**config.mk**
```make
export PLATFORM = sky130hd
export DESIGN_NAME = dcache_ctrl
export DESIGN_NICKNAME = d
export VERILOG_FILES = /design/src/logic/dcache_pkg.sv /design/src/logic/dcache_ctrl.sv
export SDC_FILE = /design/constraint.sdc
export NUM_CORES = 1
export LEC_CHECK = 0
export BUFFER_PORTS_ARGS = -buffer_cell sky130_fd_sc_hd__buf_2
export CAP_MARGIN = 10
export CORE_MARGIN = 8
export CORE_UTILIZATION = 35
export DETAILED_ROUTE_END_ITERATION = 7
export PLACE_DENSITY = 0.72
export SLEW_MARGIN = 10
export SYNTH_ARGS = -nofsm -noshare
export SYNTH_HDL_FRONTEND = slang
export SYNTH_SLANG_ARGS = --single-unit
```
**constraint.sdc**
```tcl
create_clock -name clk -period 4.2 [get_ports clk]
set_input_delay 0.21 -clock clk [delete_from_list [all_inputs] [get_ports clk]]
set_output_delay 0.21 -clock clk [all_outputs]
set_load 0.02 [all_outputs]
```
**src/logic/dcache_pkg.sv**
```systemverilog
package dcache_pkg;

    localparam int DATA_WIDTH  = 32;   // Word width, size decode assumes 4 bytes
    localparam int BE_WIDTH    = 4;    // One strobe per byte
    localparam int OFFSET_BITS = 2;    // Byte offset, ignored by the cache

    // Decoded CPU byte enable
    typedef enum logic [1:0] {
        SIZE_BYTE,   // 0001
        SIZE_HALF,   // 0011
        SIZE_WORD,   // 1111
        SIZE_BAD     // Anything else, answered with an error
    } access_size_e;

    // Controller FSM
    typedef enum logic [2:0] {
        ST_IDLE,       // Waiting for a CPU request
        ST_LOOKUP,     // Tag compare on the latched address
        ST_MEM_REQ,    // Line fetch request to memory
        ST_MEM_WAIT,   // Waiting for fetched word
        ST_WT_REQ,     // Write-through to memory
        ST_RESP        // One-cycle CPU response
    } ctrl_state_e;

endpackage

```
**src/logic/dcache_ctrl.sv**
```systemverilog
`timescale 1ns/1ps

module dcache_ctrl import dcache_pkg::*; #(
    parameter int ADDR_WIDTH = 32,
    parameter int NUM_SETS   = 256,
    parameter int NUM_WAYS   = 4
) (
    input  logic                                               clk,
    input  logic                                               rst_n_i,
    // CPU request
    input  logic                                               req_valid_i,
    input  logic                                               req_we_i,
    input  logic [ADDR_WIDTH-1:0]                              req_addr_i,
    input  logic [DATA_WIDTH-1:0]                              req_wdata_i,
    input  logic [BE_WIDTH-1:0]                                req_be_i,
    output logic                                               req_ready_o,
    // CPU response, no back-pressure
    output logic                                               rsp_valid_o,
    output logic [DATA_WIDTH-1:0]                              rsp_rdata_o,
    output logic                                               rsp_hit_o,
    output logic                                               rsp_err_o,
    // Memory port
    output logic                                               mem_req_valid_o,
    output logic                                               mem_req_we_o,
    output logic [ADDR_WIDTH-1:0]                              mem_req_addr_o,
    output logic [DATA_WIDTH-1:0]                              mem_req_wdata_o,
    output logic [BE_WIDTH-1:0]                                mem_req_be_o,
    input  logic                                               mem_req_ready_i,
    input  logic                                               mem_rsp_valid_i,
    input  logic [DATA_WIDTH-1:0]                              mem_rsp_rdata_i,
    // Store
    output logic [$clog2(NUM_SETS)-1:0]                        st_set_o,
    output logic [ADDR_WIDTH-$clog2(NUM_SETS)-OFFSET_BITS-1:0] st_tag_o,
    output logic                                               st_wr_o,
    output logic [((NUM_WAYS > 1) ? $clog2(NUM_WAYS) : 1)-1:0] st_way_o,
    output logic [DATA_WIDTH-1:0]                              st_word_o,
    input  logic                                               st_hit_i,
    input  logic [((NUM_WAYS > 1) ? $clog2(NUM_WAYS) : 1)-1:0] st_hit_way_i,
    input  logic [DATA_WIDTH-1:0]                              st_word_i,
    // Replacement
    output logic                                               lru_touch_o,
    output logic [((NUM_WAYS > 1) ? $clog2(NUM_WAYS) : 1)-1:0] lru_way_o,
    input  logic [((NUM_WAYS > 1) ? $clog2(NUM_WAYS) : 1)-1:0] victim_way_i
);

    localparam int IDX_W  = $clog2(NUM_SETS);
    localparam int WAY_W  = (NUM_WAYS > 1) ? $clog2(NUM_WAYS) : 1;
    localparam int LINE_W = ADDR_WIDTH - OFFSET_BITS;   // Word address width

    ctrl_state_e           state_q;
    access_size_e          req_size;      // Decoded req_be_i
    access_size_e          size_q;
    logic                  we_q;
    logic [LINE_W-1:0]     line_addr_q;   // Offset bits dropped
    logic [DATA_WIDTH-1:0] wdata_q;
    logic [BE_WIDTH-1:0]   be_q;
    logic [WAY_W-1:0]      way_q;         // Victim captured on a miss
    logic [DATA_WIDTH-1:0] rdata_q;
    logic                  hit_q;
    logic                  err_q;
    logic                  lookup_hit;    // Good request that hits

    // Overlay the strobed bytes of new_w on old_w
    function automatic logic [DATA_WIDTH-1:0] merge_bytes(
        input logic [DATA_WIDTH-1:0] old_w,
        input logic [DATA_WIDTH-1:0] new_w,
        input logic [BE_WIDTH-1:0]   be
    );
        logic [DATA_WIDTH-1:0] res;
        res = old_w;
        for (int b = 0; b < BE_WIDTH; b++) begin
            if (be[b])
                res[8*b +: 8] = new_w[8*b +: 8];
        end
        return res;
    endfunction

    // Read data zero-extended by access size
    function automatic logic [DATA_WIDTH-1:0] zero_ext(
        input logic [DATA_WIDTH-1:0] w,
        input access_size_e          size
    );
        case (size)
            SIZE_BYTE: return {24'b0, w[7:0]};
            SIZE_HALF: return {16'b0, w[15:0]};
            SIZE_WORD: return w;
            default:   return '0;
        endcase
    endfunction

    always_comb begin
        case (req_be_i)
            4'b0001: req_size = SIZE_BYTE;
            4'b0011: req_size = SIZE_HALF;
            4'b1111: req_size = SIZE_WORD;
            default: req_size = SIZE_BAD;
        endcase
    end

    assign lookup_hit = (state_q == ST_LOOKUP) && st_hit_i && (size_q != SIZE_BAD);

    // FSM
    always_ff @(posedge clk) begin
        if (!rst_n_i) begin
            state_q <= ST_IDLE;
        end else begin
            case (state_q)
                ST_IDLE:
                    if (req_valid_i)
                        state_q <= ST_LOOKUP;
                ST_LOOKUP:
                    if (size_q == SIZE_BAD)
                        state_q <= ST_RESP;          // Error, nothing touched
                    else if (!st_hit_i)
                        state_q <= ST_MEM_REQ;       // Allocate on read and write
                    else if (we_q)
                        state_q <= ST_WT_REQ;
                    else
                        state_q <= ST_RESP;
                ST_MEM_REQ:
                    if (mem_req_ready_i)
                        state_q <= ST_MEM_WAIT;
                ST_MEM_WAIT:
                    if (mem_rsp_valid_i)
                        state_q <= we_q ? ST_WT_REQ : ST_RESP;
                ST_WT_REQ:
                    if (mem_req_ready_i)
                        state_q <= ST_RESP;
                default:
                    state_q <= ST_IDLE;              // ST_RESP lasts one cycle
            endcase
        end
    end

    // Request and response registers
    always_ff @(posedge clk) begin
        if (state_q == ST_IDLE && req_valid_i) begin
            we_q        <= req_we_i;
            line_addr_q <= req_addr_i[ADDR_WIDTH-1:OFFSET_BITS];
            wdata_q     <= req_wdata_i;
            be_q        <= req_be_i;
            size_q      <= req_size;
        end
        if (state_q == ST_LOOKUP) begin
            hit_q   <= lookup_hit;
            err_q   <= (size_q == SIZE_BAD);
            rdata_q <= (st_hit_i && !we_q) ? zero_ext(st_word_i, size_q) : '0;
            way_q   <= victim_way_i;                 // Stable until the fill
        end
        if (state_q == ST_MEM_WAIT && mem_rsp_valid_i && !we_q)
            rdata_q <= zero_ext(mem_rsp_rdata_i, size_q);
    end

    // Store index from the latched address
    assign st_set_o = line_addr_q[IDX_W-1:0];
    assign st_tag_o = line_addr_q[LINE_W-1:IDX_W];

    // Write hit merges in place, fill installs the fetched word
    always_comb begin
        st_wr_o   = lookup_hit && we_q;
        st_way_o  = st_hit_way_i;
        st_word_o = merge_bytes(st_word_i, wdata_q, be_q);
        if (state_q == ST_MEM_WAIT) begin
            st_wr_o   = mem_rsp_valid_i;
            st_way_o  = way_q;
            st_word_o = we_q ? merge_bytes(mem_rsp_rdata_i, wdata_q, be_q) : mem_rsp_rdata_i;
        end
    end

    // Touch on every hit and every fill
    assign lru_touch_o = lookup_hit || (state_q == ST_MEM_WAIT && mem_rsp_valid_i);
    assign lru_way_o   = st_way_o;

    // Memory side, fetch is a full word read
    assign mem_req_valid_o = (state_q == ST_MEM_REQ) || (state_q == ST_WT_REQ);
    assign mem_req_we_o    = (state_q == ST_WT_REQ);
    assign mem_req_addr_o  = {line_addr_q, {OFFSET_BITS{1'b0}}};
    assign mem_req_wdata_o = wdata_q;
    assign mem_req_be_o    = (state_q == ST_WT_REQ) ? be_q : {BE_WIDTH{1'b1}};

    assign req_ready_o = (state_q == ST_IDLE);
    assign rsp_valid_o = (state_q == ST_RESP);
    assign rsp_rdata_o = rdata_q;
    assign rsp_hit_o   = hit_q;
    assign rsp_err_o   = err_q;

    // Memory request held until taken
    a_mem_req_stable: assert property (
        @(posedge clk) disable iff (!rst_n_i)
        (mem_req_valid_o && !mem_req_ready_i) |=>
            (mem_req_valid_o && $stable(mem_req_we_o) && $stable(mem_req_addr_o)
             && $stable(mem_req_wdata_o) && $stable(mem_req_be_o))
    ) else $error("Memory request changed under back-pressure");

    a_rsp_not_ready: assert property (
        @(posedge clk) disable iff (!rst_n_i)
        !(rsp_valid_o && req_ready_o)
    ) else $error("Response while accepting a request");

endmodule

```
==> results of run 1 <==
-- final cells by class --
class,instances,area [um^2]
Timing Repair Buffer,314,1577
Clock inverter,7,106.4
Tap cell,180,225.2
Multi-Input combinational cell,262,1386
Clock buffer,9,225.2
Fill cell,1293,7141
Inverter,2,7.507
Sequential cell,108,3213
-- routing by layer --
layer	up-vias	global-route usage	wire length (um)
met4	0	0.05244	214
met5	-	0	0
met1	2057	0.1899	6369
met3	16	0.07021	1828
li1	2060	-	-
met2	220	0.3063	8457
-- cells in the mapped netlist --
cell type  instances
nor2_1            71
inv_1              1
or2_2              1
o2bb2ai_1          1
nor3_1             3
nand3_1           24
conb_1             1
nand2b_1          10
a21oi_1           36
nand3b_2           1
o22ai_1           34
o21a_1             1
a211oi_1           1
edfxtp_1         105
a21o_1             4
dfxtp_1            3
mux2_2             3
o21ai_1            4
and2_1             1
xnor2_1            1
nor3_2             1
nand3_2           10
buf_6              5
a21boi_0           1
buf_4             34
clkbuf_1           4
o311ai_0           1
and3_1             2
or3_1              5
nand2_1           37
clkinv_1           1
nor2b_1            3
buf_1              6
nand4bb_1          1
o21ai_0            3
buf_2              6
-- how the worst max path moves through the flow --
stage	startpoint	end	cells past startpoint
6_report	state_q[1]	st_word_o[31]	5
5_1_grt	state_q[0]	st_word_o[31]	5
4_1_cts	state_q[1]	st_word_o[31]	5
3_5_place_dp	state_q[0]	rsp_rdata_o[18]	4
3_3_place_gp	state_q[0]	rsp_rdata_o[18]	4
2_1_floorplan	state_q[2]	rsp_rdata_o[0]	3
-- worst reg2reg max path: cells and delay by family, from the launching register on --
kind / cells / cell delay, ps
AOI/OAI and AO/OA: 1 / 470
DFF: 1 / 600
and+or+nand+nor: 2 / 790
buffers and inverters: 1 / 290
-- cells by family (layout without fill, tap and decap cells) --
| logic type | count (synthesis) | in the layout |
|---|---|---|
| DFF | 108 | 108 |
| xor gates and xnor gates | 1 | 1 |
| and+or+nand+nor | 170 | 170 |
| other | 1 | 2 |
| AOI/OAI and AO/OA | 86 | 86 |
| buffers and inverters | 57 | 332 |
| muxes | 3 | 3 |
-- registers in the layout, summed over array words and instances, names as in the netlist --
signal           count
mem_req_wdata_o     32
state_q              3
rsp_err_o            1
rsp_hit_o            1
line_addr_q         30
size_q               2
rsp_rdata_o         32
way_q                2
we_q                 1
be_q                 4
-- through the flow --
step	hold slack [ps]	area, um^2
floorplan	308.9	4959
global placement	386.2	6409
detailed placement	388.1	6409
CTS	10.59	6740
global route	10.15	6740
finish	30.67	6740
-- power by group through the flow --
stage	Clock, uW	Combinational (uW)	Sequential [uW]
final	937	725	1400
after global routing	992	777	1420
after detailed placement	0	735	1420
after CTS	960	736	1400
after global placement	0	728	1420
after floorplan	0	337	1540
==> results.ini, run 1 <==
[power_and_ir_drop]
totalPowerFinal_uw=3061
power_density_nw_per_um2=454.1
clkPwrFrac=0.306
power.internal_uw=2093
peakVddDrop_mv=0.2321
switching_share=0.3162
p_switching_uw=967.7
pwr-share-comb=0.237
seqPwrFrac=0.457
leakage_uw=0.002833

[setup_path]
slowest_delay_ps=700
cp_max_fo=17
r2r_end=rsp_rdata_o[9]
worst_r2r_path_depth=4
slowest_stage=o21ai_1
timing_worst_setup_path_type=register to output pin
reg2reg_from=state_q[0]
startpoint_type=register
required_ps=3990
regToRegSetupSlack_ps=1660
critPathArrivalTime_ps=2600
end_kind=output pin
path_cells=nand3b_2, o21ai_1, o22ai_1, nor2_1, buf_2
critPathBufInv=1
crit_family=compound AO/OA/AOI/OAI gates

[clock_tree]
clock_path_buffers=2
clkLatencyLatePin_ps=350
clock_sinks=108
cts_root_buffer=clkbuf_16
cts_resized=0
cts_tree=done
numCtsBuffers=9
hold_buffers=0
path_clk_slew_ps=80
cts.htree.levels=3
cts_setup_buffers=0

[synth]
synth-xor-area-share=0.001768
avgSynthCellArea_um2=11.63
synth_top_family_by_area=simple AND/OR/NAND/NOR gates
ys_seq_area_frac=0.6485
syn_inst=426
synth-seq-cells=108
yosys.area_share.simple=0.1636
synth_area_um2=4955
synth_top_area_share=0.6364
synthMuxAreaShare=0.006818
ys_types=36
synth_fa_ha_area_frac=0
synth_warnings=0
netlist_top_cells_area=edfxtp_1 (64%), nor2_1 (5.4%), buf_4 (5.2%), o22ai_1 (4.3%), a21oi_1 (3.6%)
yosysTopAreaCell=edfxtp_1
synth_compound_area_frac=0.1005

[floorplanning]
rows=43
design.core.area_um2=13880
die_x_um=135.0
dieHeight_um=135.0
io_pins=317
start_util=0.3569
dieArea_um2=18220

[place]
dp_slack_ps=1648
place.gp.congestion=0.9033
numPortBuffers=312
hpwl_um=13150
dp_cells=866

[timing]
fin_crit_sh=0.6682
final.setup_skew_ps=10.07
fmaxAchievable_ghz=0.3563
final-hold-violation-count=0
setup-tns-final_ps=0
setup_slack_ps=1393
setup_viol=0
fin_crit_ps=2807
slew-limit-headroom=0.2581
grt_setup_unrepaired=no
drv_slew=0
worst_slew_pin_slew_ps=1109

[run_status]
outcome=finished clean

[finish]
final_cell_mix=buf_2 (312), edfxtp_1 (105), nor2_1 (71)
utilization=0.4856
drive_above_1_share=0.4972
final_common_cell=buf_2
num_antenna_cells=0
areaGrowthSynthToFinish_pct=36.04
nNetsFinal=840
finalNonFillerCells=882

[drt]
detail_route.iter0.violations=309
wl_per_cell_um=19.12
vias_per_cell=4.935
drtPass1Iterations=4
wirelength_um=16870
drc=0
vias=4353
ant_nets=0

[worst_hold_path]
hp-start=req_wdata_i[23]
hold_end=mem_req_wdata_o[23]
holdCritPathClass=input pin to register
holdPathStages=1

[grt]
antenna_found_initial=0
grt_pass1_vias=4538
grt_max_degree=70
grtUsageTotal=0.1749
grt.overflow.total=0
grt_pass1_wl_um=24450

[run]
drv_cap=0

Power figures use the tool's default switching activity.
==> run 2, diff against run 1 <==
--- a/config.mk
+++ b/config.mk
@@ -10,7 +10,7 @@
 export CORE_MARGIN = 8
 export CORE_UTILIZATION = 35
 export DETAILED_ROUTE_END_ITERATION = 7
-export PLACE_DENSITY = 0.72
+export PLACE_DENSITY = 0.75
 export SLEW_MARGIN = 10
 export SYNTH_ARGS = -nofsm -noshare
 export SYNTH_HDL_FRONTEND = slang
==> constraint.sdc (replaced) <==
create_clock -name clk -period 2.3 [get_ports clk]
set_input_delay 0.115 -clock clk [delete_from_list [all_inputs] [get_ports clk]]
set_output_delay 0.115 -clock clk [all_outputs]
set_load 0.02 [all_outputs]
==> results.ini, run 2 (same netlist as run 1, synthesis figures left out) <==
[power_and_ir_drop]
p_switching_uw=1778  ; +84%
power_density_nw_per_um2=728.9  ; +61%
power.internal_uw=3699  ; +77%
clkPwrFrac=0.262  ; -0.044
switching_share=0.3246  ; +0.008409
seqPwrFrac=0.464  ; +0.007
peakVddDrop_mv=0.4037  ; +74%
totalPowerFinal_uw=5477  ; +79%
pwr-share-comb=0.274  ; +0.037
leakage_uw=0.003199  ; +13%

[timing]
final.setup_skew_ps=11.17  ; +1.105 ps
slew-limit-headroom=0.2804  ; +0.02225
setup-tns-final_ps=0  ; unchanged
grt_setup_unrepaired=no
worst_slew_pin_slew_ps=1075  ; -33.25 ps
drv_slew=0  ; unchanged
fin_crit_ps=2092
fin_crit_sh=0.9095
setup_viol=0  ; unchanged
fmaxAchievable_ghz=0.4781
final-hold-violation-count=0  ; unchanged

[drt]
ant_nets=0  ; unchanged
drc=0  ; unchanged
detail_route.iter0.violations=334  ; +8.1%
wirelength_um=18550  ; +10%
wl_per_cell_um=19.22  ; +0.51%
vias_per_cell=4.827  ; -2.2%
drtPass1Iterations=5  ; +1
vias=4658  ; +7.0%

[finish]
regArea_um2=3213  ; unchanged
final_cell_mix=buf_2 (312), edfxtp_1 (105), nor2_1 (71)
nNetsFinal=923  ; +9.9%
utilization=0.5413  ; +0.05571
num_antenna_cells=0  ; unchanged
final_common_cell=buf_2
fillers=1175  ; -9.1%
multi_input_area_um2=1411  ; +1.8%
drive_above_1_share=0.4637  ; -0.03346
areaGrowthSynthToFinish_pct=51.64

[setup_path]
slowest_delay_ps=470  ; -230 ps
critPathArrivalTime_ps=1980  ; -620 ps
cp_max_fo=17  ; unchanged
required_ps=2180  ; -1810 ps
timing_worst_setup_path_type=register to output pin
path_cells=nand3b_4, a21o_1, o22ai_1, nor2_1, buf_2
critPathBufInv=1  ; unchanged
reg2reg_from=state_q[2]
crit_family=simple AND/OR/NAND/NOR gates
end_kind=output pin
startpoint_type=register
startpoint=state_q[2]
slowest_stage=dfxtp_1

[floorplanning]
io_pins=317  ; unchanged
rows=43  ; unchanged
start_util=0.3569  ; unchanged
die_x_um=135.0  ; unchanged
design.core.area_um2=13880  ; unchanged
dieHeight_um=135.0  ; unchanged
dieArea_um2=18220  ; unchanged

[grt]
grtUsageTotal=0.1963  ; +0.02143
grt_max_degree=36  ; -49%
grt.overflow.total=0  ; unchanged
antenna_found_initial=0  ; unchanged
grt_pass1_vias=4940  ; +8.9%
grt_pass1_wl_um=27520  ; +13%

[clock_tree]
cts_root_buffer=clkbuf_16
path_clk_slew_ps=70  ; about the same
numCtsBuffers=9  ; unchanged
cts_tree=done
clock_sinks=108  ; unchanged
clkLatencyLatePin_ps=350  ; about the same
clock_path_buffers=2  ; unchanged
cts.htree.levels=3  ; unchanged

[run]
drv_cap=0  ; unchanged

[worst_hold_path]
hp-start=mem_rsp_valid_i
holdCritPathClass=input pin to register

[place]
hpwl_um=13500  ; +2.6%
place.gp.congestion=0.8461  ; -6.3%
numPortBuffers=312  ; unchanged

[run_status]
outcome=finished clean

[run 2: final timing paths]
check | end | slack [ps] | cells after the start
max | st_word_o[28] | 210 | 5
min | state_q[0] | 100 | 3
max reg2reg | rsp_rdata_o[20] | 360 | 5
min reg2reg | state_q[1] | 700 | 2
[run 2: tightest hold or removal path, delay by kind of cell]
kind / cells / cell delay [ps]
AO/OA/AOI/OAI: 1 / 60
AND/OR/NAND/NOR: 1 / 100
buffers and inverters: 1 / 110
[run 2: final cells by class]
cell class	count	area share
clock buffers	10	0.03047
clock inverters	6	0.005329
inverters	2	0.0009992
multi-input cells	262	0.1878
flip-flops and latches	108	0.4276
well taps	180	0.02998
repair buffers	397	0.3177
[run 2: metrics by stage]
| stage | instance area [um^2] | instances | worst slack, ps | hold slack [ps] |
|---|---|---|---|---|
| after floorplan | 4965 | 427 | 143.2 | 213.9 |
| after global placement | 6519 | 879 | 266.8 | 291.2 |
| after detailed placement | 6519 | 879 | 274.7 | 293.1 |
| after CTS | 7492 | 965 | 28.39 | 81.05 |
| after global routing | 7513 | 965 | 67.78 | 111.0 |
| final | 7513 | 965 | 208.2 | 104.5 |
[run 2: repair_timing]
| action | 4_1_cts | 5_1_grt |
|---|---|---|
| buffers inserted | 0 | 0 |
| hold buffers | 70 | 0 |
| gates resized for setup | 1 | 4 |
| endpoints found under the hold margin | 70 | 0 |
| endpoints found under the setup margin | 8 | 32 |
[run 2: layer usage]
metal / up-vias / GRT usage / part of all wire
met5: - / 0 / 0
met4: 0 / 0.07033 / 0.014
met3: 17 / 0.06538 / 0.10
met2: 242 / 0.3519 / 0.51
met1: 2177 / 0.2104 / 0.37
li1: 2222 / - / -
[run 2: power by group through the flow]
stage / Combinational, uW / Sequential (uW) / Clock (uW)
4_1_cts: 1500 / 2540 / 1470
3_3_place_gp: 1400 / 2570 / 0
5_1_grt: 1610 / 2560 / 1540
3_5_place_dp: 1410 / 2580 / 0
6_report: 1500 / 2540 / 1440
2_1_floorplan: 620 / 2800 / 0
==> run 3, diff against run 2 <==
--- a/config.mk
+++ b/config.mk
@@ -10,7 +10,7 @@
 export CORE_MARGIN = 8
 export CORE_UTILIZATION = 35
 export DETAILED_ROUTE_END_ITERATION = 7
-export PLACE_DENSITY = 0.75
+export PLACE_DENSITY = 0.69
 export SLEW_MARGIN = 10
 export SYNTH_ARGS = -nofsm -noshare
 export SYNTH_HDL_FRONTEND = slang
==> results.ini, run 3 (same netlist as run 1, synthesis figures left out) <==
[run_status]
outcome=finished clean

[clock_tree]
cts.htree.levels=3  ; unchanged
cts_setup_buffers=0  ; unchanged
clkLatencyLatePin_ps=350  ; about the same
cts_tree=done
numCtsBuffers=9  ; unchanged
path_clk_slew_ps=70  ; about the same
clock_path_buffers=2  ; unchanged
clock_sinks=108  ; unchanged
cts_root_buffer=clkbuf_16

[timing]
final-hold-violation-count=0  ; unchanged
drv_slew=0  ; unchanged
worst_slew_pin_slew_ps=738.8  ; -336.6 ps
setup-tns-final_ps=0  ; unchanged
setup_slack_ps=231.3  ; +23.09 ps
setup_viol=0  ; unchanged
fin_crit_sh=0.8994  ; -0.01004
fin_crit_ps=2069  ; -23.09 ps
final.setup_skew_ps=7.578  ; -3.594 ps
fmaxAchievable_ghz=0.4834  ; +1.1%
grt_setup_unrepaired=no
slew-limit-headroom=0.5075  ; +0.2271

[setup_path]
timing_worst_setup_path_type=register to output pin
end_kind=output pin
r2r_end=rsp_rdata_o[16]
startpoint=state_q[1]
cp_max_fo=17  ; unchanged
startpoint_type=register
regToRegSetupSlack_ps=500  ; +140 ps
crit_end=st_word_o[7]
worst_r2r_path_depth=5  ; unchanged
reg2reg_from=state_q[0]
required_ps=2180  ; about the same
critPathArrivalTime_ps=1950  ; -30 ps

[power_and_ir_drop]
peakVddDrop_mv=0.4632  ; +15%
power_density_nw_per_um2=741.7  ; +1.7%
leakage_uw=0.003234  ; +1.1%

[finish]
areaGrowthSynthToFinish_pct=53.23
num_antenna_cells=0  ; unchanged
nNetsFinal=927  ; +0.43%
final_common_cell=buf_2
final_cell_mix=buf_2 (312), edfxtp_1 (105), nor2_1 (71)
drive_above_1_share=0.4677  ; +0.003986
final_area_um2=7592  ; +1.0%
fillers=1229  ; +4.6%

[floorplanning]
io_pins=317  ; unchanged
design.core.area_um2=13880  ; unchanged
dieHeight_um=135.0  ; unchanged
dieArea_um2=18220  ; unchanged
start_util=0.3569  ; unchanged
rows=43  ; unchanged
die_x_um=135.0  ; unchanged

[grt]
antenna_found_initial=0  ; unchanged
grt.overflow.total=0  ; unchanged
grt_pass1_vias=5006  ; +1.3%
grt_pass1_wl_um=27370  ; -0.53%
grtUsageTotal=0.1942  ; -0.002076
grt_max_degree=35  ; -2.8%

[drt]
detail_route.iter0.violations=259  ; -22%
drc=0  ; unchanged
wl_per_cell_um=18.84  ; -2.0%
vias_per_cell=4.778  ; -1.0%
vias=4630  ; -0.60%
wirelength_um=18250  ; -1.6%
ant_nets=0  ; unchanged
drtPass1Iterations=4  ; -1

[place]
numPortBuffers=312  ; unchanged
place.gp.congestion=0.8099  ; -4.3%
dpl_cell_area_um2=6575  ; +0.86%
hpwl_um=13500  ; about the same
dp_slack_ps=404.8  ; +130.1 ps

[run]
drv_cap=0  ; unchanged

[worst_hold_path]
holdCritPathClass=input pin to register

## run 3: cell types whose count changed in the layout (fill, tap and decap cells not counted), sizes merged
cell    previous run  this run
buf              327       331
bufinv             0         1
clkbuf            10        12
clkinv             5         3
inv                2         1
## run 3: critical path, stage by stage (launching register included)
cell and delay [ps]:
dfxtp_1 330, buf_4 210, nand3b_4 260, a21o_1 340, o22ai_1 240, nor2_1 70, buf_2 160
## run 3: worst min-delay path by stage
stage	startpoint	depth (start not counted)	endpoint	slack (ps)
floorplan	req_be_i[0]	0	be_q[0]	210
global placement	req_addr_i[19]	1	line_addr_q[17]	290
detailed placement	req_addr_i[7]	1	line_addr_q[5]	290
CTS	mem_rsp_valid_i	4	state_q[1]	100
global route	mem_rsp_rdata_i[25]	3	rsp_rdata_o[25]	120
finish	mem_rsp_rdata_i[28]	3	rsp_rdata_o[28]	120
## run 3: layer usage
layer / GRT usage / vias to the layer above / share of wire
met5: 0 / - / 0
met4: 0.06107 / 0 / 0.010
met3: 0.06835 / 11 / 0.096
met2: 0.3531 / 212 / 0.52
met1: 0.2050 / 2181 / 0.37
li1: - / 2226 / -
## run 3: repair_timing
item	4_1_cts	5_1_grt
hold buffers	70	0
hold endpoints to repair	70	0
gates resized for setup	0	5
endpoints found under the setup margin	0	32
## run 3: power by group
group / switching, uW / internal (uW) / leakage [uW] / total [uW]
combinational: 979 / 555 / 0.00207 / 1530
clock: 698 / 876 / 0.000143 / 1570
sequential: 91.6 / 2430 / 0.00102 / 2520
total: 1770 / 3860 / 0.00323 / 5630
## run 3: cell type report
type / count / area, um^2 / share of cell area
repair buffers: 401 / 2442 / 0.3217
multi-input cells: 262 / 1406 / 0.1852
well taps: 180 / 225.2 / 0.02966
clock buffers: 12 / 246.5 / 0.03247
flip-flops and latches: 108 / 3213 / 0.4232
clock inverters: 4 / 51.30 / 0.006757
inverters: 2 / 7.507 / 0.0009888
## run 3: metrics by stage
stage               utilization  hold slack [ps]  power, uW  instances
floorplan                     -            213.9       3419        427
global placement         0.4737            291.1       3994        883
detailed placement       0.4737            293.2       4014        883
CTS                      0.5456            97.64       5676        969
global route             0.5470            124.6       5880        969
finish                   0.5470            116.3       5631        969
